`src/rtl/img_pkg.sv`:
```
package img_pkg;

    // one pixel as it travels from the receive side to the buffer
    typedef struct packed {
        logic [7:0] r;
        logic [7:0] g;
        logic [7:0] b;
    } rgb_t;

    typedef struct packed {
        logic de;     // pixel enable
        rgb_t px;
    } pix_beat_t;

    typedef struct packed {
        logic       de;
        logic [7:0] value;  // 8'hff or 8'h00
    } bin_beat_t;

    // luma weights, sum is 256
    localparam int unsigned LUMA_R = 77;
    localparam int unsigned LUMA_G = 150;
    localparam int unsigned LUMA_B = 29;

endpackage
```
`src/rtl/frame_ram.sv`:
```
`timescale 1ns/1ps

module frame_ram #(
    parameter int H_RES = 8,
    parameter int V_RES = 4
) (
    input  logic                             clk,
    input  logic                             i_we,
    input  logic [$clog2(H_RES * V_RES)-1:0] i_waddr,
    input  img_pkg::rgb_t                    i_wdata,
    input  logic                             i_frame_done,
    input  logic [$clog2(H_RES * V_RES)-1:0] i_raddr,
    output img_pkg::rgb_t                    o_rdata,
    output logic                             o_frame_ready
);

    localparam int NPIX = H_RES * V_RES;

    img_pkg::rgb_t mem [0:NPIX-1];

    always_ff @(posedge clk) begin
        if (i_we) begin
            mem[i_waddr] <= i_wdata;
        end
        o_rdata <= mem[i_raddr];
    end

    // last write lands before the reader sees ready
    always_ff @(posedge clk) begin
        o_frame_ready <= i_frame_done;
    end

endmodule

```
`config.mk`:
```
export PLATFORM = sky130hd
export DESIGN_NAME = frame_ram
export DESIGN_NICKNAME = d
export VERILOG_FILES = /design/src/rtl/img_pkg.sv /design/src/rtl/frame_ram.sv
export SDC_FILE = /design/constraint.sdc
export NUM_CORES = 1
export LEC_CHECK = 0
export ABC_AREA = 1
export CAP_MARGIN = 20
export CORE_ASPECT_RATIO = 1.5
export CORE_UTILIZATION = 55
export DETAILED_ROUTE_END_ITERATION = 10
export DONT_BUFFER_PORTS = 1
export PLACE_DENSITY = 0.7
export SLEW_MARGIN = 20
export SYNTH_ARGS = -nofsm -noshare
export SYNTH_HDL_FRONTEND = slang
export SYNTH_SLANG_ARGS = --single-unit
```
`constraint.sdc`:
```
create_clock -name clk -period 3 [get_ports clk]
set_clock_uncertainty 0.1 [all_clocks]
set_input_delay 0.45 -clock clk [delete_from_list [all_inputs] [get_ports clk]]
set_output_delay 0.45 -clock clk [all_outputs]
set_load 0.03 [all_outputs]
```
# Word level (Yosys, flattened, before mapping)
# Memories as Yosys holds them, arrays and structs flattened. A register that Yosys moved wholly into a read port is not among the register bits.
# Index checks and enable logic that the tools add are counted.
# word_totals
regBits	1
word_cells	4
rom_bits	0
in_bits	37
out_inout_bits	25
memories	1
ram_bits	768
latchBits	0
# classes
div_mod_pow	0
shift	0
n_lt_le_gt_ge	0
n_mux	2
bitwise	0
multipliers	0
add_sub_neg	0
reduce_logical	0
eq_ne	0
# memory_table
name	depth	width	rd	rd_clocked_by_memory_dff	wr	line_no	text
mem	32	24	1	1	1	frame_ram.sv:19	img_pkg::rgb_t mem [0:NPIX-1];
# op_table
cell	count
$mux 1	2

# Depth between registers and ports, before layout
# logic_depth
ltp_word	2
depth_mapped	12
mapped_depth_nobuf	9

# Least setup slack after synthesis
# Ideal clock, no wire load.
# synth_timing
path_kind	input -> register
from	input port i_waddr[0]
to	memory mem[0][0] in the netlist's numbering (enable)
arrival_time_ns	1.775
stages	3
required_ns	2.495
n_path_buf	0
setup_time_ns	0.405
path_slack_ns	0.720
path_cell_list	inv_1 -> nand3_1 -> nor2_1
# synth_lines
element	line_no	text
start, declared	frame_ram.sv:9	input logic [$clog2(H_RES * V_RES)-1:0] i_waddr,
end, declared	frame_ram.sv:19	
# Straight into the memory's write port.

==> results by group <==
Run status
  • Status: finished, final reports clean

Synth
  • Area of the mapped netlist: 0.0318 mm²
  • Yosys reg bits: 793
  • Most instantiated cells after synthesis: nand2_1 (1080), edfxtp_1 (768), nand3_1 (588), buf_2 (99), buf_6 (38)
  • Main synth FF type: edfxtp_1
  • Mapped Cells: 2666
  • Sequential fraction of the synthesis area: 74.1%
  • Ys async rst share: 0%
  • Cell with the most instances after synthesis: nand2_1
  • Avg Cell Area, Syn: 11.9 µm²
  • Cell variety after synth: 14
  • Yosys top cell by area: edfxtp_1
  • Share of the synthesized area in the top cell type: 72.6%
  • Synth area leaders: edfxtp_1 (73%), nand2_1 (13%), nand3_1 (9.3%)
  • Ys Warns: 0
  • Synth Net Count: 2703
  • Number of flops mapped to enable cells by yosys: 768

Timing
  • Least-Margin Pin Slew: 1.13 ns
  • Worst hold margin: 0.0201 ns
  • Rel. slew slack: 24.1%
  • Final slew viol count: 0
  • Final Cycle Share: 98.8%
  • Setup_tns: 0 ns
  • Final hold violation count: 0
  • Peak Freq: 337 MHz
  • Setup-failing EPs final: 0
  • Final min period: 2.96 ns
  • RSZ-0062 raised after global routing: no

Route
  • Antenna Nets Post-Route: 0
  • WL/cell: 23.3 µm
  • Vias: 20500
  • Vias/cell: 5.90
  • 1st-iter DRT viols: 2206
  • Drt pass-1 iters: 6
  • Detailed Route WL: 81.2 mm
  • Residual DRC: 0

Global routing
  • Vias in the first global route: 19800
  • Total gr overflow: 0
  • Initial antenna violation count: 0
  • Largest net degree at the start of global routing: 386
  • First-pass GRT wire length: 121 mm
  • GR Util All Layers: 28.2%

Floorplanning
  • Core area: 0.0569 mm²
  • Io pins: 62
  • Row cnt: 107
  • Die height: 296 µm
  • Die span in x: 198 µm
  • Die area: 0.0588 mm²
  • Starting density of the core: 55.9%

Worst setup path
  • Crit path required time: 3.40 ns
  • RR Startpoint: mem[17][2]
  • Worst setup EP type: register
  • Setup CP Type: input pin to register
  • Reg2reg setup slack: 0.78 ns
  • Startpoint types: input pin
  • Reg2Reg Capture Point: o_rdata[2]
  • Worst Path Arrival: 3.36 ns
  • R2R cell count: 10
  • Crit path max fanout: 385

Power
  • LEAKAGE: 0.0128 µW
  • Power Density: 653 mW/mm²
  • Worst-case vdd ir drop: 425 µV

Clocking
  • H-Tree Depth: 3
  • Clock Tree Root: clkbuf_16
  • Num CTS Buffers: 72
  • Sink Count: 793
  • CTS tree: done
  • Clk_lat worst skew: 0.61 ns
  • Clk slew on worst S/H paths: 0.06 ns
  • Maximum buffer depth of the clock tree: 3
  • # Post-CTS Setup Buffers: 0

Place
  • Dpl hpwl: 42.5 mm
  • PortBufs: 0
  • DP Area: 0.0326 mm²
  • Routability congestion estimate: 0.795

Cells and area
  • Finished Core Util: 61.9%
  • Area Overhead vs Synth: 10.8%
  • FF+latch area: 0.0236 mm²
  • Nets: 2695
  • Design area: 0.0352 mm²
  • Antenna cells: 0
  • Multi-input gate area: 0.00735 mm²
  • Share of cells above drive strength 1: 7.92%
  • Fill count: 4203

Run
  • Max cap viols: 0

Min path
  • Worst min-delay path class: input pin to register
  • Hold path start: i_raddr[3]
  • Hold Crit Endpoint: o_rdata[19]
  • Hold Path Stages: 4
## worst max path at each step
stage	start	to	slack, ns	cells past startpoint
floorplan	i_waddr[0]	mem[0][0]	0.72	3
global placement	i_raddr[0]	o_rdata[2]	0.77	10
detailed placement	i_raddr[0]	o_rdata[6]	0.70	10
CTS	i_raddr[0]	o_rdata[2]	0.28	12
global route	i_raddr[0]	o_rdata[2]	0.33	11
finish	i_raddr[0]	o_rdata[2]	0.04	11
## routing by layer
metal / wire length [µm] / global-route usage (%) / vias up / share of wire (%)
met5: 0 / 0 / - / 0
met4: 3100 / 11.7 / 0 / 3.8
met3: 8170 / 6.05 / 191 / 10
met2: 40700 / 47.5 / 1035 / 50
met1: 29200 / 35.4 / 10000 / 36
li1: - / - / 9256 / -
## sequential cells by signal, summed over array words and instances, names as in the netlist
signal	count
mem	768
o_frame_ready	1
o_rdata	24
## cell usage in the layout, fill, tap and decap left out
cell | synthesis | routed
edfxtp_1 | 768 | 768
nand2_1 | 1080 | 1080
clkbuf_1 | 13 | 12
inv_6 | 1 | 2
dfxtp_1 | 25 | 25
inv_2 | 2 | 1
nand3_1 | 588 | 588
clkinv_1 | 0 | 14
inv_1 | 7 | 6
clkbuf_8 | 0 | 2
clkinvlp_4 | 0 | 3
buf_12 | 0 | 23
clkbuf_16 | 0 | 76
clkinv_8 | 0 | 2
nor2_4 | 0 | 31
bufinv_16 | 0 | 8
buf_4 | 7 | 34
inv_4 | 0 | 1
clkinv_2 | 0 | 12
nor2_2 | 0 | 1
dlygate4sd3_1 | 0 | 8
buf_2 | 99 | 16
clkinv_4 | 0 | 3
## cells by family after synthesis
group / count (synthesis) / share of synthesized area (%)
AND/OR/NAND/NOR: 1700 / 22.4
flip-flops: 793 / 74.1
buffers and inverters: 173 / 3.46
## worst max-delay path, cell delays in order
cell and delay (ns):
clkinv_8 0.62, nand2_1 0.19, nand3_1 0.08, nand3_1 0.11
nand2_1 0.08, nand2_1 0.08, nand2_1 0.05, nand2_1 0.04
dlygate4sd3_1 0.54, nand2_1 0.05, dlygate4sd3_1 0.54
## repair_timing
action,in CTS,in global routing
hold endpoints to repair,792,0
hold buffers,29,0
setup endpoints to repair,0,1
gates resized for setup,0,0
## metrics by stage
stage          total power [µW]  setup slack (ns)  cells
3_3_place_gp              13600             0.768   3319
2_1_floorplan             13500             0.720   2666
3_5_place_dp              13700             0.696   3319
5_1_grt                   23600             0.332   3479
4_1_cts                   23100             0.279   3480
6_report                  23000            0.0369   3479
## area by class of cell
cell class,count,share of cell area [%]
Timing Repair Buffer,81,2.49
Clock inverter,42,1.21
Clock buffer,90,5.61
Inverter,10,0.163
Multi-Input combinational cell,1700,20.9
Sequential cell,793,66.9
Tap cell,763,2.71
## power breakdown
part           total, µW  internal, µW  switching [µW]
combinational       1150           339             813
sequential         12500         12300             177
clock               9340          5380            3960
Note: power is estimated with default switching activity, not from simulation.
