**src/rtl/img_pkg.sv**
```systemverilog
package img_pkg;

    // one pixel as it travels from the receive side to the buffer
    typedef struct packed {
        logic [7:0] r;
        logic [7:0] g;
        logic [7:0] b;
    } rgb_t;

    typedef struct packed {
        logic de;     // pixel enable
        rgb_t px;
    } pix_beat_t;

    typedef struct packed {
        logic       de;
        logic [7:0] value;  // 8'hff or 8'h00
    } bin_beat_t;

    // luma weights, sum is 256
    localparam int unsigned LUMA_R = 77;
    localparam int unsigned LUMA_G = 150;
    localparam int unsigned LUMA_B = 29;

endpackage
```
**src/rtl/gray_threshold.sv**
```systemverilog
`timescale 1ns/1ps

module gray_threshold #(
    parameter int THRESHOLD = 128
) (
    input  logic               clk,
    input  logic               reset,
    input  img_pkg::pix_beat_t i_pix,
    output img_pkg::bin_beat_t o_bin
);

    logic        de_s1;
    logic        de_s2;
    logic [15:0] sum_s1;    // weighted sum, luma in the top byte
    logic [7:0]  luma;
    logic [7:0]  value_s2;

    assign luma = sum_s1[15:8];

    always_ff @(posedge clk) begin
        if (reset) begin
            de_s1 <= 1'b0;
            de_s2 <= 1'b0;
        end else begin
            de_s1 <= i_pix.de;
            de_s2 <= de_s1;
        end
    end

    always_ff @(posedge clk) begin
        sum_s1 <= 16'(i_pix.px.r * img_pkg::LUMA_R
                    + i_pix.px.g * img_pkg::LUMA_G
                    + i_pix.px.b * img_pkg::LUMA_B);
        value_s2 <= (luma >= 8'(THRESHOLD)) ? 8'hff : 8'h00;
    end

    always_comb begin
        o_bin.de    = de_s2;
        o_bin.value = value_s2;
    end

endmodule

```
**config.mk**
```make
export PLATFORM = sky130hd
export DESIGN_NAME = gray_threshold
export DESIGN_NICKNAME = d
export VERILOG_FILES = /design/src/rtl/img_pkg.sv /design/src/rtl/gray_threshold.sv
export SDC_FILE = /design/constraint.sdc
export NUM_CORES = 1
export LEC_CHECK = 0
export BUFFER_PORTS_ARGS = -buffer_cell sky130_fd_sc_hd__buf_2
export CAP_MARGIN = 15
export CORE_ASPECT_RATIO = 2
export CORE_MARGIN = 2
export CORE_UTILIZATION = 30
export CTS_CLUSTER_SIZE = 10
export DETAILED_ROUTE_END_ITERATION = 10
export GPL_ROUTABILITY_DRIVEN = 0
export PLACE_DENSITY = 0.57
export SLEW_MARGIN = 5
export SYNTH_ARGS = -nofsm -noshare
export SYNTH_HDL_FRONTEND = slang
export SYNTH_SLANG_ARGS = --single-unit
export TNS_END_PERCENT = 1
```
**constraint.sdc**
```tcl
create_clock -name clk -period 7.71 [get_ports clk]
set_clock_uncertainty 0.2 [all_clocks]
set_input_delay 0 -clock clk [delete_from_list [all_inputs] [get_ports clk]]
set_output_delay 0 -clock clk [all_outputs]
set_load 0.02 [all_outputs]
```
# == Word-level counts from Yosys, hierarchy flattened ==
# Index checks and enable logic that the tools add are counted.
# Widths: inputs -> output; s select.
# word_totals
out_inout_bits,9
elab_cells,11
reg_bits,26
# op_classes
n_mux,1
multipliers,3
magnitude_cmp,1
n_addsub,2
# ops
cell,n
$mul 8x7->15 const B,2
$add 15x16->16,1
$add 16x13->16,1
$mul 8x5->13 const B,1
$ge 8x8->1 const B,1
$mux 8,1

# == Longest topological paths before layout ==
# logic_depth
depth_word,3
mapped_depth,23
depth_no_buf,23

# == Worst setup path before layout ==
# No wires, ideal clock.
# synth_timing
path_type,input port to flip-flop
from,in i_pix[12] (netlist name)
to,reg sum_s1[15]
t_arrival_ns,5.360
slack_ns,2.078
setup_time_ns,0.072
path_stages,21
cell_sequence,ha_1 -> ha_1 -> inv_1 -> fa_1 -> fa_1 -> inv_1 -> ha_1 -> xnor2_1 -> fa_1 -> fa_1 -> inv_1 -> fa_1 -> fa_1 -> inv_1 -> ha_1 -> and3_1 -> nor3b_1 -> nand3_1 -> a211o_1 -> o211ai_1 -> xnor2_1
# synth_between
elab_chain_cells,3
# synth_rtl
item,line_no,source
start: declaration,gray_threshold.sv:8,"input img_pkg::pix_beat_t i_pix,"
$mul 8x7->15,gray_threshold.sv:32,+ i_pix.px.g * img_pkg::LUMA_G
$add 15x16->16,gray_threshold.sv:32,
$add 16x13->16,gray_threshold.sv:33,+ i_pix.px.b * img_pkg::LUMA_B);
end signal: assignment,gray_threshold.sv:31,sum_s1 <= 16'(i_pix.px.r * img_pkg::LUMA_R
end: declaration,gray_threshold.sv:14,logic [15:0] sum_s1;
# Every way passes these cells.
# A chain may end at the register's enable or synchronous reset.

# == Worst setup path in the final report ==
# Same ends and word-level chain as after synthesis.

==> reports/summary.md <==
- status: finished, final reports clean
- placed insts: 470
- mean cell area of the mapped netlist: 10.0 sq um
- proportion of synthesized chip area in sequential cells: 0.0258
- leakage: 1.96 nW
- floorplan die area: 0.0112 sq mm
- Worst path top cell family by delay: adder cells
- final core utilization: 0.345
- post-place instance area: 0.00338 sq mm
- met3 wire len: 98 um
- top area cells in the synthesized netlist: fa_1 (35%), ha_1 (34%), inv_1 (11%), dfxtp_1 (2.6%), a21o_1 (2.2%)
- final setup violation count: 0
- Avg Vias per Cell: 4.44
- Final Non-Filler Cells: 475
- clock insertion delay at the later pin of the skew report: 0.22 ns
- signed area change from the synthesized netlist to the final layout: 12.1%
- number of design-rule violations left by the first detailed-router iteration: 34
- Post-DRT Antenna Nets: 0
- fraction of final layout cells with drive strength greater than 1: 0.129
- transition time at the pin with the least slew margin: 0.336 ns
- critical path data arrival time: 5.76 ns
- worst voltage drop across the vdd grid: 207 uV
- Antenna Diode Count: 0
- design area: 0.00348 sq mm
- Root Driver: clkbuf_16
- number of distinct library cell variants in the gate-level netlist after synthesis: 34
- delay of the slowest cell on the worst path: 0.56 ns
- share of the cycle needed by the critical path after routing: 0.753
- cell depth of the worst min-delay path: 0
- I/O pin cnt: 36
- Initial Utilization: 0.308
- pin count of the biggest net entering global routing: 9
- number of cell rows: 52
- fraction of synthesis flops using an asynchronous set or reset pin: 0
- post-layout minimum cycle time: 5.80 ns
- DR top layer: met4
- clock sink total: 4
- final hold violation count: 0
- # port buffers: 35
- setup fix buffers added after clock tree synthesis: 0
- number of antenna violations at the first check in global routing: 0
- post-layout power: 1.34 mW
- clk buf depth: 2
- element type at the critical path end: flip-flop
- clock-pin slew on the worst setup and hold paths: 0.03 ns
- sum of net half-perimeters after detailed placement: 5900 um
- number of flops mapped to enable cells by yosys: 0
- Congestion Overflow GR: 0
- Crit Path Category: in2reg
- most numerous cell in the Yosys netlist: inv_1
- number of iterations in the first detailed-routing pass: 4
- Avg WL per Cell: 13.0 um
- element type at the critical path start: input port
- CTS tree: yes
- Post-Synthesis Cell Area: 0.00310 sq mm
- P per Cell Area: 386 mW/mm^2
- number of maximum-capacitance constraint violations: 0
- post-synthesis instance total: 309
- final setup TNS: 0 ns
- total vias in the final route: 2,108
- FF-to-FF path depth: 1
- net count reported at finish: 508
- Die Span X: 75.9 um
- cell with the most instances on the worst path: fa_1
- Post-Synthesis Net Count: 475
- Tightest Hold Check Type: reg2reg
- commonest cells in the synthesized netlist: inv_1 (88), ha_1 (84), fa_1 (55), a21o_1 (9), buf_4 (8)
- cells along the critical path: buf_2, ha_1, ha_1, inv_1, fa_1, fa_1, inv_1, ha_1, xnor2_1, fa_1, fa_1, inv_1, fa_1, fa_1, inv_1, ha_1, and3_1, nor3b_1, nand3_1, a211o_1, o211ai_1, xnor2_1
- CP max-delay cell: fa_1
- Die Span Y: 148 um
- WP depth: 22
- placeable core area: 0.0101 sq mm
- wire length on met1: 2140 um
- via count of the first global-routing pass: 2,424
- Resized cells post-CTS: 0
- Num CTS Buffers: 3
- combined buffer and inverter count along the critical path: 5
- unrepaired setup endpoints after global routing: no
- H-tree depth: 1
- aggregate routed wire length: 6180 um
- detailed-routed wire length on met2: 3840 um
- post-detailed-route DRC marker count: 0
- largest fanout on the critical path: 5
- number of register bits inferred by synthesis: 4
- Critical Path RT: 7.66 ns
- highest clock rate: 172 MHz
- post-synthesis cell type with the largest combined area: fa_1
- worst slew slack as a fraction of its limit: 0.775
- yosys warns: 0
- Final Max Slew Viols: 0
- share of the synthesized area in the top cell type: 0.355
- dominant synthesized flop cell: dfxtp_1
- GR Util All Layers: 0.123
- first-pass GRT wire length: 11,100 um
==> metal layers <==
metal,up-vias,global-route usage
li1,1035,-
met1,1039,0.124
met2,30,0.266
met3,4,0.0110
met4,0,0.0182
met5,-,0
==> worst paths after layout <==
check        slack (ns)        from          end
min                0.15  sum_s1[15]  value_s2[6]
max reg2reg        7.00       de_s1        de_s2
min reg2reg        0.15  sum_s1[15]  value_s2[6]
max                1.91   i_pix[12]   sum_s1[15]
==> sequential cells by signal (all words and copies together), names as in the netlist <==
register / count
sum_s1: 1
value_s2: 1
de_s1: 1
de_s2: 1
==> through the flow <==
step	hold slack (ns)	setup slack, ns
2_1_floorplan	-0.128	2.08
3_3_place_gp	-0.0286	1.74
3_5_place_dp	-0.0158	1.65
4_1_cts	0.146	1.86
5_1_grt	0.147	1.59
6_report	0.147	1.91
==> cell type report <==
type | instances | area, sq um
timing repair buffer | 37 | 195
fill | 1045 | 6610
tap | 135 | 169
sequential | 4 | 80.1
multi-input combinational | 208 | 2630
clock buffer | 3 | 75.1
inverter | 88 | 330
==> timing repair <==
action,4_1_cts,5_1_grt
hold buffers,2,0
hold endpoints to repair,2,0
endpoints found under the setup margin,0,0
==> kinds of logic after synthesis <==
kind of cell,after synthesis,synth area share
AND/OR/NAND/NOR,28,0.0456
buffers and inverters,97,0.127
adder cells (fa/ha/maj),139,0.694
AO/OA/AOI/OAI,30,0.0770
XOR/XNOR,11,0.0310
flip-flops,4,0.0258
==> power breakdown <==
| part | switching, mW | total, mW | leakage, nW | internal (mW) |
|---|---|---|---|---|
| registers | 0.00493 | 0.0325 | 0.0333 | 0.0275 |
| clock network | 0.0151 | 0.0814 | 0.0370 | 0.0663 |
| logic | 0.677 | 1.23 | 1.89 | 0.554 |
==> cells in the final DEF, fill, tap and decap left out, drive strengths merged, types with 3 or more instances in the layout <==
cell,instances
buf,35
nand2,4
a21o,9
dfxtp,4
xor2,4
inv,88
clkbuf,3
nor2,7
nor2b,3
fa,55
ha,84
a21oi,7
nand3,6
xnor2,7
No activity file was read; power rests on OpenSTA's default activity.
