[src/rtl/uart_pkg.sv]
package uart_pkg;

    typedef logic [7:0] byte_t;

    // received byte, valid is a one-cycle strobe
    typedef struct packed {
        logic  valid;
        byte_t data;
    } rx_beat_t;

endpackage

[src/rtl/uart_tx.sv]
`timescale 1ns/1ps

module uart_tx #(
    parameter int CLKS_PER_BIT = 16
) (
    input  logic            clk,
    input  logic            reset,
    input  logic            i_not_empty,
    input  uart_pkg::byte_t i_head,
    output logic            o_pop,
    output logic            o_tx
);

    localparam int CNT_W = $clog2(CLKS_PER_BIT + 1);

    logic             busy;
    logic             bit_end;
    logic             last_tick;
    logic [CNT_W-1:0] clk_cnt;
    logic [3:0]       bit_cnt;
    logic [9:0]       shift_q;   // stop, data, start

    assign bit_end   = busy && (clk_cnt == CNT_W'(CLKS_PER_BIT - 1));
    assign last_tick = bit_end && (bit_cnt == 4'd9);
    assign o_pop     = i_not_empty && (!busy || last_tick);  // reload at end of stop
    assign o_tx      = shift_q[0];

    always_ff @(posedge clk) begin
        if (reset) begin
            busy    <= 1'b0;
            clk_cnt <= '0;
            bit_cnt <= '0;
            shift_q <= '1;
        end else if (o_pop) begin
            busy    <= 1'b1;
            clk_cnt <= '0;
            bit_cnt <= '0;
            shift_q <= {1'b1, i_head, 1'b0};
        end else if (last_tick) begin
            busy    <= 1'b0;
            clk_cnt <= '0;
            bit_cnt <= '0;
            shift_q <= '1;
        end else if (bit_end) begin
            clk_cnt <= '0;
            bit_cnt <= bit_cnt + 1'b1;
            shift_q <= {1'b1, shift_q[9:1]};
        end else if (busy) begin
            clk_cnt <= clk_cnt + 1'b1;
        end
    end

endmodule

[config.mk]
export PLATFORM = sky130hd
export DESIGN_NAME = uart_tx
export DESIGN_NICKNAME = d
export VERILOG_FILES = /design/src/rtl/uart_pkg.sv /design/src/rtl/uart_tx.sv
export SDC_FILE = /design/constraint.sdc
export NUM_CORES = 1
export LEC_CHECK = 0
export BUFFER_PORTS_ARGS = -buffer_cell sky130_fd_sc_hd__buf_2
export CAP_MARGIN = 20
export CORE_MARGIN = 5
export CORE_UTILIZATION = 49
export CTS_CLUSTER_SIZE = 16
export DETAILED_ROUTE_END_ITERATION = 8
export PLACE_DENSITY = 0.8
export SLEW_MARGIN = 10
export SYNTH_ARGS = -nofsm -noshare
export SYNTH_HDL_FRONTEND = slang
export SYNTH_SLANG_ARGS = --single-unit
export TNS_END_PERCENT = 1
[constraint.sdc]
create_clock -name clk -period 2.5 [get_ports clk]
set_input_delay 0.375 -clock clk [delete_from_list [all_inputs] [get_ports clk]]
set_output_delay 0.375 -clock clk [all_outputs]
set_load 0.01 [all_outputs]
After elaboration in Yosys (flattened, before gate mapping)
Cells that the tools add are included.

Equality and inequality tests: 2. Bitwise logic cells: 0. Multiply operators: 0. Add/subtract/negate cells: 2. $lt $le $gt $ge: 0. Reduce and logical (&&, ||, !) cells: 9. Mux-type cells: 5. Shift operators: 0. Divide/modulo/power cells: 0.

Operators by type and width (count): two-way mux 9 bit (3); adder 5 x 1 -> 5 bit (second input constant) (1); == test 5 x 4 -> 1 bit (second input constant) (1); adder 4 x 1 -> 4 bit (second input constant) (1); == test 4 bit (second input constant) (1); OR reduction 4 bit (1); logical AND 1 bit (3); nonzero test 3 bit (1); OR reduction 3 bit (1); two-way mux 1 bit (2); nonzero test 2 bit (1); logical NOT 1 bit (1); logical OR 1 bit (1).

Memories: 0. Word-level logic and storage cells: 22. Flip-flop bits (word level): 19. Bits in writable memories: 0. Bits in latches: 0. Bits of input ports: 11. Bits in read-only memories: 0.

Longest topological paths before layout
Depth after elaboration: 6. Mapped depth: 8. Gate-level depth less buffers: 6.

Least setup slack after synthesis
OpenSTA, ideal clock, no wires.

Kind: flip-flop to output port. From: reg clk_cnt[0]. To: out o_pop. Buffers on the path: 1. Stages on the path, launching flop included: 7. Arrival time: 1.466 ns. Path slack: 0.659 ns. Cell sequence: dfxtp_1 -> ha_1 -> and3_1 -> ha_1 -> buf_4 -> nand4b_2 -> a21oi_2.

Longest elaborated chain between the ends: 5.

Ends and longest elaborated chain: start, declared (RTL line uart_tx.sv:19) `logic [CNT_W-1:0] clk_cnt;`; start signal, assigned (RTL line uart_tx.sv:49) `clk_cnt <= clk_cnt + 1'b1;`; == test 5 x 4 -> 1 bit (RTL line uart_tx.sv:23) `assign bit_end = busy && (clk_cnt == CNT_W'(CLKS_PER_BIT - 1));`; logical AND 1 bit (RTL line uart_tx.sv:23); logical AND 1 bit (RTL line uart_tx.sv:24) `assign last_tick = bit_end && (bit_cnt == 4'd9);`; logical OR 1 bit (RTL line uart_tx.sv:25) `assign o_pop = i_not_empty && (!busy || last_tick);`; logical AND 1 bit (RTL line uart_tx.sv:25); end, declared (RTL line uart_tx.sv:10) `output logic o_pop,`.

Every way passes these cells.

Final worst setup path
Same ends and word-level chain as after synthesis.

==> flow_summary.json <==
{
  "status": "completed",
  "die_h_um": 55.7,
  "first_pass_iters": 4,
  "dp_hpwl_mm": 1.62,
  "tightestPinTransition_ns": 0.677,
  "cp_max_fo": 9,
  "die-area_um2": 3110,
  "async_flop_share_pct": 0,
  "dp_slack_ns": 0.467,
  "clkSlewWorstSetupHoldPaths_ns": 0.10,
  "syn-num-nets": 133,
  "rr_worst_depth": 7,
  "leakage_nw": 0.404,
  "post_cts_buffers": 0,
  "fill_cells": 179,
  "drive_above_1_share_pct": 19.7,
  "syn-cell-area_um2": 1020,
  "clock_path_buffers": 2,
  "vias": 922,
  "synth-seq-area-share_pct": 37.1,
  "cp.required_ns": 2.12,
  "drv_slew": 0,
  "wl_mm": 2.26,
  "grt_pass1_wl_mm": 3.78,
  "die_x_um": 55.7,
  "synth_top_area_share_pct": 37.1,
  "synth_seq_cells": 19,
  "via_per_inst": 5.99,
  "grt_max_degree": 18,
  "cts_sinks": 19,
  "post_drt_wl_per_cell_um": 14.7,
  "maxCapViolCount": 0,
  "critPathLaunchType": "register",
  "netlist_instances": 118,
  "post-route-period-util_pct": 94.2,
  "antenna_found_initial": 0,
  "final_cell_mix": "a21oi_1, dfxtp_1, nor3_1, buf_2, nor3b_1",
  "cts_hold_buf": 0,
  "initial_core_util_pct": 51.7,
  "gp_congestion": 0.767,
  "reg2reg_to": "bit_cnt[3]$_SDFFE_PP0P_",
  "r2r_start": "clk_cnt[0]$_SDFFE_PP0P_",
  "fin_nets": 143,
  "mostFrequentLayoutCell": "a21oi_1",
  "rsz0062_at_grt": "no",
  "cts_resized": 0,
  "synth_enable_flop_cells": 0,
  "htreeDepth": 1,
  "hold_path_class": "in -> reg",
  "max_freq_mhz": 424,
  "avgSynthCellArea_um2": 8.68,
  "setup_viol": 0,
  "ir_drop_v": 0.000353,
  "critPathCapture": "o_pop",
  "area_delta_synth_final_pct": 8.43,
  "grt_pass1_vias": 883,
  "hold_slack_ns": 0.364,
  "synth.distinct_cells": 36,
  "period_minus_slack_ns": 2.36,
  "regToRegSetupSlack_ns": 0.43,
  "diodes": 0,
  "critPathCaptureType": "output port",
  "setup_ws_ns": 0.144,
  "setup.worst_path.start": "clk_cnt[0]$_SDFFE_PP0P_",
  "rows": 16,
  "synth_top_cell_by_area": "dfxtp_1",
  "max_slew_margin_pct": 54.8,
  "cp.arrival_ns": 1.98,
  "clock_latency_ns": 0.30,
  "synthTopCellsByArea": "dfxtp_1, a21oi_1, nor3_1, nor3b_1, o31ai_1",
  "grt_overflow_total": 0,
  "cts_root_buf": "clkbuf_4",
  "ys_warn_count": 0,
  "skew_ns": 0.0103,
  "power_density_nw_per_um2": 495,
  "critical_path_class": "reg -> out",
  "core_um2": 1980,
  "hold_viol": 0,
  "fin_area_um2": 1110,
  "synth_flop_cell": "dfxtp_1",
  "setup_tns_ns": 0,
  "drt_iter0_drc": 21,
  "ios": 13,
  "cts_tree": "yes",
  "p_total_mw": 0.550,
  "dpl-instance-area_um2": 1080,
  "ant_nets": 0,
  "numCtsBuffers": 3,
  "portBuffers": 12,
  "drc": 0,
  "grt_util_all_layers_pct": 14.7
}
-- synth_stat cells, types with 2 or more instances --
cell type and number:
a21oi_2 2, buf_4 2, or3_1 3, nor2_1 3, o31ai_1 7, clkbuf_1 2, ha_1 4, a21oi_1 22
nor3_1 12, dfxtp_1 19, inv_1 3, nand2_1 5, o21ai_0 2, buf_2 2, nor4_1 2, nor3b_1 8
-- cell type report --
type / count / area [um2] / area share, %
Clock buffer: 4 / 26.3 / 2.36
Inverter: 4 / 15.0 / 1.35
Multi-Input combinational cell: 87 / 588 / 52.9
Sequential cell: 19 / 380 / 34.2
Tap cell: 27 / 33.8 / 3.04
Timing Repair Buffer: 13 / 67.6 / 6.08
-- cell families after synthesis --
| logic type | Yosys count | synth area share, % |
|---|---|---|
| compound gates | 37 | 22.6 |
| mux | 2 | 2.32 |
| xor+xnor | 1 | 0.855 |
| flops | 19 | 37.1 |
| simple gates | 43 | 26.0 |
| buf+inv | 12 | 6.23 |
| fa+ha+maj | 4 | 4.88 |
-- worst min-delay path by stage --
stage / start / endpoint / slack, ns / depth (start not counted)
floorplan: shift_q[1]$_SDFFE_PP1P_ / shift_q[1]$_SDFFE_PP1P_ / 0.44 / 2
global placement: shift_q[0]$_SDFFE_PP1P_ / shift_q[0]$_SDFFE_PP1P_ / 0.45 / 2
detailed placement: shift_q[1]$_SDFFE_PP1P_ / shift_q[1]$_SDFFE_PP1P_ / 0.46 / 2
global route: i_head[7] / shift_q[8]$_SDFFE_PP1P_ / 0.39 / 3
finish: i_head[7] / shift_q[8]$_SDFFE_PP1P_ / 0.36 / 3
CTS: i_head[7] / shift_q[8]$_SDFFE_PP1P_ / 0.36 / 3
-- where the power goes --
group	internal [mW]	switching, mW
registers	0.316	0.0123
clock network	0.0620	0.0968
logic	0.0270	0.0358
-- routing by layer --
layer	GRT usage [%]	wire length, um	part of all wire [%]	vias to the layer above
met4	7.29	18	0.80	0
li1	-	-	-	462
met1	19.0	1060	47	430
met5	0	0	0	-
met3	2.09	99	4.4	4
met2	23.8	1080	48	26
-- critical path: stages, from the launching register on --
cell and delay [ns]:
dfxtp_1 0.39, ha_1 0.19, and3_1 0.16, ha_1 0.19, nand4b_2 0.29, a21oi_4 0.30
buf_2 0.17
-- through the flow --
| step | cells | utilization, % |
|---|---|---|
| 3_5_place_dp | 150 | 54.4 |
| 3_3_place_gp | 150 | 54.4 |
| 4_1_cts | 154 | 55.7 |
| 2_1_floorplan | 118 | - |
| 5_1_grt | 154 | 56.1 |
| 6_report | 154 | 56.1 |
-- registers in the layout, indices dropped and copies added (netlist names) --
| name | count |
|---|---|
| shift_q | 9 |
| clk_cnt | 5 |
| busy | 1 |
| bit_cnt | 4 |
Power figures use the tool's default switching activity.
