File: config.mk
export PLATFORM = sky130hd
export DESIGN_NAME = pixel_packer
export DESIGN_NICKNAME = d
export VERILOG_FILES = /design/src/rtl/uart_pkg.sv /design/src/rtl/img_pkg.sv /design/src/rtl/pixel_packer.sv
export SDC_FILE = /design/constraint.sdc
export NUM_CORES = 1
export LEC_CHECK = 0
export BUFFER_PORTS_ARGS = -buffer_cell sky130_fd_sc_hd__buf_2
export CAP_MARGIN = 20
export CORE_MARGIN = 2
export CORE_UTILIZATION = 46
export CTS_CLUSTER_SIZE = 25
export DETAILED_ROUTE_END_ITERATION = 10
export PLACE_DENSITY_LB_ADDON = 0.3
export SLEW_MARGIN = 10
export SYNTH_ARGS = -nofsm -noshare
export SYNTH_HDL_FRONTEND = slang
export SYNTH_SLANG_ARGS = --single-unit
File: constraint.sdc
create_clock -name clk -period 1.7 [get_ports clk]
set_clock_uncertainty 0.2 [all_clocks]
set_input_delay 0.085 -clock clk [delete_from_list [all_inputs] [get_ports clk]]
set_output_delay 0.085 -clock clk [all_outputs]
set_load 0.1 [all_outputs]
File: src/rtl/uart_pkg.sv
package uart_pkg;

    typedef logic [7:0] byte_t;

    // received byte, valid is a one-cycle strobe
    typedef struct packed {
        logic  valid;
        byte_t data;
    } rx_beat_t;

endpackage

File: src/rtl/img_pkg.sv
package img_pkg;

    // one pixel as it travels from the receive side to the buffer
    typedef struct packed {
        logic [7:0] r;
        logic [7:0] g;
        logic [7:0] b;
    } rgb_t;

    typedef struct packed {
        logic de;     // pixel enable
        rgb_t px;
    } pix_beat_t;

    typedef struct packed {
        logic       de;
        logic [7:0] value;  // 8'hff or 8'h00
    } bin_beat_t;

    // luma weights, sum is 256
    localparam int unsigned LUMA_R = 77;
    localparam int unsigned LUMA_G = 150;
    localparam int unsigned LUMA_B = 29;

endpackage
File: src/rtl/pixel_packer.sv
`timescale 1ns/1ps

module pixel_packer #(
    parameter int H_RES = 8,
    parameter int V_RES = 4
) (
    input  logic                                 clk,
    input  logic                                 reset,
    input  uart_pkg::rx_beat_t                   i_rx,
    output logic                                 o_we,
    output logic [$clog2(H_RES * V_RES)-1:0]     o_waddr,
    output img_pkg::rgb_t                        o_wdata,
    output logic                                 o_frame_done
);

    localparam int NPIX   = H_RES * V_RES;
    localparam int ADDR_W = $clog2(NPIX);
    localparam logic [ADDR_W-1:0] LAST_ADDR = ADDR_W'(NPIX - 1);

    logic [1:0]        phase;     // 0 r, 1 g, 2 b
    logic [ADDR_W-1:0] pix_cnt;
    logic              last_pix;
    uart_pkg::byte_t   r_hold;
    uart_pkg::byte_t   g_hold;

    assign last_pix = (pix_cnt == LAST_ADDR);

    always_ff @(posedge clk) begin
        if (reset) begin
            phase        <= '0;
            pix_cnt      <= '0;
            o_we         <= 1'b0;
            o_frame_done <= 1'b0;
        end else begin
            o_we         <= 1'b0;
            o_frame_done <= 1'b0;
            if (i_rx.valid) begin
                if (phase == 2'd2) begin
                    phase        <= '0;
                    o_we         <= 1'b1;
                    o_frame_done <= last_pix;
                    pix_cnt      <= last_pix ? '0 : pix_cnt + 1'b1;
                end else begin
                    phase <= phase + 1'b1;
                end
            end
        end
    end

    always_ff @(posedge clk) begin
        if (i_rx.valid) begin
            case (phase)
                2'd0: r_hold <= i_rx.data;
                2'd1: g_hold <= i_rx.data;
                2'd2: begin
                    o_waddr <= pix_cnt;
                    o_wdata <= '{r: r_hold, g: g_hold, b: i_rx.data};
                end
                default: ;
            endcase
        end
    end

    a_done_on_last: assert property (@(posedge clk) disable iff (reset)
        o_frame_done == (o_we && (o_waddr == LAST_ADDR)));

endmodule

# == Word-level counts from Yosys, hierarchy flattened ==
# Index checks and enable logic that the tools add are counted.
# word_totals
in_bits,11
reg_bits,54
output_inout_bits,31
word_cells,26
# classes
reduce_logical,6
n_eq_ne,3
mux,3
bitwise,2
addsub,2
# ops
cell,count
2-bit AND reduction,3
5-bit by 1-bit adder with 5-bit output (second input constant),1
5-bit equality test (second input constant),1
5-bit two-way mux,1
3-bit OR reduction,1
2-bit by 1-bit adder with 2-bit output (second input constant),1
2-bit by 1-bit equality test with 1-bit output (second input constant),1
2-bit equality test (second input constant),1
2-bit logical NOT,1
2-bit two-way mux,1
1-bit NOT,2
2-bit OR reduction,1
1-bit two-way mux,1

# == Depth between registers and ports, before layout ==
# Gate-level depths: netlist (run 1).
# logic_depth
word_depth,3
ltp_mapped,6
mapped_depth_nobuf,6

# == Worst setup path after synthesis (run 1) ==
# No wires, ideal clock.
# synth_timing
path_kind,reg-to-reg
startpoint,register pix_cnt[0]
endpoint,register pix_cnt[2]
required_ns,1.430
path_buffers,0
arrival_ns,1.541
path_slack_ns,-0.111
period_less_slack_ns,1.811
path_stages_with_launch,6
setup_time_ns,0.070
path_cell_list,dfxtp_1 > ha_1 > and3_1 > ha_1 > or4b_1 > a21oi_1
# synth_via
elab_chain_cells,2
elab_cells_between_ends,3
classes_between,1 x add/sub; 1 x eq/ne; 1 x mux
# synth_lines
item,line,rtl
start: declaration,pixel_packer.sv:21,logic [ADDR_W-1:0] pix_cnt;
start signal: assignment,pixel_packer.sv:42,pix_cnt <= last_pix ? '0 : pix_cnt + 1'b1;
5-bit by 1-bit adder with 5-bit output or 5-bit equality test (tied branches),"pixel_packer.sv:42, pixel_packer.sv:26",
5-bit two-way mux (*),pixel_packer.sv:42,
# Mark *: on every way between the ends. The rest lies on a longest branch, timed or not.
# A chain may end at the register's enable or synchronous reset.

# == Final worst setup path (run 1) ==
# Same ends and word-level chain as after synthesis.

==> results of run 1 <==
-- cells by family (layout without fill, tap and decap cells) --
family                     Yosys count  after routing
DFF                                 54             54
adders and majority gates            3              3
muxes                                2              2
AOI/OAI and AO/OA                    8              8
and+or+nand+nor                     18             18
buffers and inverters                4             73
-- power groups by stage --
stage                     registers [mW]  logic (mW)  clock network, mW
after global routing                1.48       0.165              0.723
final                               1.48       0.156              0.640
after detailed placement            1.51       0.139                  0
after CTS                           1.48       0.153              0.659
after global placement              1.51       0.136                  0
after floorplan                     1.57      0.0271                  0
-- cell usage in the layout (no fill, tap or decap), types with 2 or more instances in the layout --
| cell | Yosys | routed |
|---|---|---|
| edfxtp_1 | 45 | 45 |
| nand2_1 | 3 | 3 |
| clkbuf_1 | 0 | 2 |
| buf_4 | 0 | 9 |
| nor2_1 | 6 | 6 |
| dlygate4sd3_1 | 0 | 12 |
| a21oi_1 | 5 | 4 |
| clkbuf_8 | 0 | 5 |
| buf_2 | 0 | 41 |
| ha_4 | 0 | 3 |
| dfxtp_2 | 0 | 2 |
| o21ai_0 | 2 | 2 |
| dfxtp_1 | 9 | 7 |
-- final cells by class --
type / instances / share of cell area (%)
inverters: 2 / 0.479
flip-flops and latches: 54 / 65.3
clock buffers: 7 / 3.25
clock inverters: 1 / 0.160
multi-input cells: 31 / 10.7
repair buffers: 63 / 17.6
well taps: 48 / 2.56
-- through the flow --
step	instance area, µm²	power, mW	utilization [%]	instances	setup TNS (ns)
2_1_floorplan	1780	1.60	-	89	-0.0403
5_1_grt	2350	2.37	64.1	206	-0.0988
6_report	2350	2.27	64.1	206	-0.00699
3_5_place_dp	2110	1.65	57.6	186	-0.141
3_3_place_gp	2110	1.64	57.6	186	-0.0203
4_1_cts	2330	2.29	63.6	204	-0.0106
-- state kept, by name, summed over array words and instances (netlist names) --
signal,flops
o_waddr,5
o_we,1
o_frame_done,1
phase,2
o_wdata,24
g_hold,8
pix_cnt,5
r_hold,8
-- worst min-delay path by stage --
stage	slack, ns	startpoint	end
2_1_floorplan	-0.02	i_rx[0]	g_hold[0]
3_3_place_gp	0.09	i_rx[5]	o_wdata[5]
3_5_place_dp	0.09	i_rx[7]	o_wdata[7]
4_1_cts	-0.15	reset	pix_cnt[0]
5_1_grt	0.15	i_rx[8]	g_hold[0]
6_report	0.14	i_rx[8]	pix_cnt[1]
-- critical path, stage by stage (launching register included) --
cell and delay (ns):
dfxtp_2 0.34, ha_4 0.15, and3_4 0.20, ha_4 0.17, or4b_1 0.46, a21oi_1 0.13
-- per-layer routing --
layer  vias up  track usage, %
li1        471               -
met1       439            16.1
met2        30            20.8
met3         8            4.77
met4         0            9.38
met5         -               0
-- what timing repair did --
| item | 4_1_cts | 5_1_grt |
|---|---|---|
| hold buffers | 10 | 2 |
| hold endpoints to repair | 32 | 6 |
| buffers inserted | 0 | 0 |
| pin swaps | 5 | 0 |
| resized for setup | 6 | 0 |
| endpoints found under the setup margin | 3 | 2 |
==> flow_summary.yaml, run 1 <==
outcome:
  status: "complete, but fails checks"
  violations: "setup timing"
global_route:
  track_usage_pct: 13.6
  grt_pass1_wl_um: 4160
  grt_pass1_vias: 894
  gr-total-overflow: 0
  grt_antenna_before_repair: 0
  grt_max_degree: 30
floorplan:
  io_pins: 42
  rows: 22
  fp.dieArea_mm2: 0.00434
  die_y_um: 65.9
  fp.dieW_um: 65.9
  core_mm2: 0.00366
  start_util_pct: 48.1
synthesis:
  ys_seq_elements: 54
  yosys.area.top_type: "edfxtp_1"
  synth-adder-area-share_pct: 2.13
  synth_area_leaders: "edfxtp_1 (77%), dfxtp_1 (10%), ha_1 (2.1%)"
  ys_warn_count: 0
  yosysSeqAreaShare_pct: 86.9
  synth_mux_area_share_pct: 1.21
  synth_top_family_by_area: "simple AND/OR/NAND/NOR gates"
  async_reset_ff_share_pct: 0
  synth_most_common_cell: "edfxtp_1"
  synth-compound-area-share_pct: 2.34
  synth_xor_area_share_pct: 0
  syn_avg_cell_area_um2: 19.8
  synth.top_cell.area_share_pct: 76.7
  syn-num-nets: 103
  synthCells: 89
  synth-simple-area-share_pct: 5.68
  synth_area_mm2: 0.00176
  synth_common_cells: "edfxtp_1 (45), dfxtp_1 (9), nor2_1 (6)"
  synth-edff-count: 45
  synth_flop_cell: "edfxtp_1"
  synth_cell_types: 21
sta:
  hold_viol_final: 0
  period_share_pct: 100
  grt_setup_unrepaired: "yes"
  fmax_ghz: 0.586
  finalSetupViolations: 1
  worst_pin_slew_ns: 0.494
  slew_headroom_pct: 67.3
  fin_crit_ns: 1.71
  setup_ws_ns: -0.00699
  hold_slack_ns: 0.137
  final_max_slew_viol_count: 0
critical_path:
  worst-setup-path-type: "reg2reg"
  worstSetupEndpoint: "pix_cnt[2]"
  worstPathRequired_ns: 1.73
  arrival_ns: 1.74
  worstReg2RegEnd: "pix_cnt[2]"
  path_max_fanout: 4
  critPathLaunchType: "register"
  r2r-start: "pix_cnt[0]"
  startpoint: "pix_cnt[0]"
  r2r_cells: 5
  r2r_slack_ns: -0.007
  end_kind: "register"
power:
  p_int_mw: 1.80
  seq_power_share_pct: 65.0
  p_per_area_mw_per_mm2: 968
  p_clk_share_pct: 28.2
  combPwrFrac_pct: 6.9
  p_leak_nw: 0.884
  ir_drop_uv: 372
  swShare_pct: 20.7
  p_sw_mw: 0.470
final_layout:
  multi_input_area_um2: 250
  fillCellCount: 290
  regArea_mm2: 0.00153
  area_delta_synth_final_pct: 33.3
  layout-drive-gt1-share_pct: 41.8
  antenna_cells: 0
  nets: 171
drt:
  route.met2.wl_um: 1280
  dr_total_vias: 948
  wl_met1_um: 1130
  drtIter0Drc: 22
  drc: 0
  maxUsedRoutingLayer: "met4"
  final_antenna_net_count: 0
  dr_wl_met3_um: 152
  wirelength_um: 2650
  firstDrtPassIters: 4
  drt-vias-per-instance: 4.60
  wire_per_inst_um: 12.9
hold_path:
  min_path_cells: 5
  min_path_type: "in2reg"
clock_network:
  cts_tree: "yes"
  clk_latency_ns: 0.29
  cts_made_buffers: 5
  cts_sinks: 54
  root_buffer: "clkbuf_8"
  cts.clk_slew.worst_paths_ns: 0.08
  clock_path_buffers: 2
  h-tree-depth: 2
place:
  pre_cts_ws_ns: -0.0609
  routabilityCongestion: 0.760
  portBuffers: 41
  dp_hpwl_um: 1770
flow_run:
  maxCapViolations: 0
Note: power is estimated with default switching activity, not from simulation.
==> run 2: changes to the inputs <==
- CORE_MARGIN: 2 -> unset
==> run 2 against run 1 <==
The run ends with hold timing, setup timing left. Count of clock-buffer cells in the layout fell by 1. Critical path depth unchanged. Cell count is 0.49% higher. Register-to-register slack lost 0.03 ns. Setup slack got worse by 0.031 ns. Maximum frequency decreased by 1.8%. Via count is 3.8% higher. Combinational power is essentially flat. Sequential share of layout area decreased by 0.72 points. Largest power group unchanged. First-iteration DRC count increased by 68%. Die area decreased by 6.0%. Worst hold slack got worse by 0.30 ns.
==> flow_summary.yaml, run 2 (same netlist as run 1, synthesis figures left out) <==
outcome:
  status: "complete, but fails checks"
  violations: "hold timing, setup timing"
power:
  p_leak_nw: 0.896
  p_total_mw: 2.46
  ir_drop_uv: 476
  p_per_area_mw_per_mm2: 1030
sta:
  period_share_pct: 102
  slew_headroom_pct: 67.3
  fin_crit_ns: 1.74
  final_max_slew_viol_count: 0
  grt_setup_unrepaired: "yes"
  setup_ws_ns: -0.0380
  finalSetupViolations: 1
  hold_viol_final: 6
  worst_pin_slew_ns: 0.495
  hold_slack_ns: -0.160
  fin_tns_setup_ns: -0.0380
  fmax_ghz: 0.575
global_route:
  grt_pass1_wl_um: 4410
  track_usage_pct: 15.2
  grt_pass1_vias: 971
  grt_antenna_before_repair: 0
  grt_max_degree: 25
  gr-total-overflow: 0
clock_network:
  h-tree-depth: 2
  cts_hold_buf: 10
  cts_sinks: 54
  root_buffer: "clkbuf_8"
  cts.clk_slew.worst_paths_ns: 0.09
  cts_made_buffers: 5
  clock_path_buffers: 2
  clk_latency_ns: 0.30
  cts_tree: "yes"
final_layout:
  largest_reg_flops: 24
  nets: 172
  fin_area_mm2: 0.00238
  area_delta_synth_final_pct: 35.0
  finalNonFillerCells: 207
  final_cell_mix: "edfxtp_1 (45), buf_2 (41), buf_4 (12)"
  layout-drive-gt1-share_pct: 47.2
  regMostFlops: "o_wdata"
  largestRegisters: "o_wdata (24), g_hold (8), r_hold (8)"
  fin_util_pct: 65.0
  antenna_cells: 0
  final_common_cell: "edfxtp_1"
  fillCellCount: 258
critical_path:
  critPathLaunchType: "register"
  r2r_slack_ns: -0.04
  worst-setup-path-type: "reg2reg"
  arrival_ns: 1.78
  path_max_fanout: 4
  end_kind: "register"
  worstPathRequired_ns: 1.74
place:
  dp_hpwl_um: 1870
  portBuffers: 41
  routabilityCongestion: 0.806
  dp.cells: 186
  pre_cts_ws_ns: -0.0620
  placedInstanceArea_mm2: 0.00211
flow_run:
  maxCapViolations: 0
floorplan:
  io_pins: 42
  rows: 22
  start_util_pct: 48.1
  fp.dieW_um: 63.9
  fp.dieArea_mm2: 0.00408
  die_y_um: 63.9
  core_mm2: 0.00366
drt:
  drtIter0Drc: 37
  wire_per_inst_um: 13.8
  wirelength_um: 2860
  firstDrtPassIters: 4
  drt-vias-per-instance: 4.75
  dr_total_vias: 984
  drc: 0
  final_antenna_net_count: 0
hold_path:
  min_path_type: "in2reg"
## run 2: changes by cell type in the layout (fill, tap and decap cells not counted), moves of 2 or more
cell and change:
buf_4 +3, dfxtp_1 -2, dfxtp_2 +2, dlygate4sd3_1 -2
## run 2: metal layers
| metal | wire, µm | global-route usage [%] |
|---|---|---|
| met1 | 1200 | 17.9 |
| met2 | 1470 | 24.3 |
| met3 | 134 | 5.36 |
| met4 | 52 | 8.24 |
| met5 | 0 | 0 |
## run 2: timing repair
action                                 4_1_cts  5_1_grt
pin swaps                                    5        2
setup endpoints to repair                   27        4
endpoints found under the hold margin       32        6
resized for setup                            3        5
cloned                                       0        0
buffers inserted                             3        0
## run 2: power breakdown
group          internal [mW]  total, mW  switching (mW)
Combinational         0.0479      0.158           0.110
Clock                  0.439      0.821           0.382
Sequential              1.47       1.48          0.0111
## run 2: final timing paths
kind	from	endpoint	cells past startpoint
worst min register to register	g_hold[6]	o_wdata[14]	0
worst min-delay path	reset	pix_cnt[2]	2
worst max register to register	pix_cnt[1]	pix_cnt[2]	5
worst max-delay path	pix_cnt[1]	pix_cnt[2]	5
## run 2: layout make-up
class,count,area [µm²],area share (%)
clock buffers,6,72.6,3.05
clock inverters,2,37.5,1.58
inverters,2,11.3,0.473
multi-input cells,31,245,10.3
flip-flops and latches,54,1540,64.6
well taps,48,60.1,2.52
repair buffers,64,415,17.5
## run 2: critical path: stages (launching register included)
cell	delay, ns
dfxtp_2	0.36
ha_4	0.16
and3_4	0.16
ha_4	0.16
or4b_4	0.51
a21oi_2	0.13
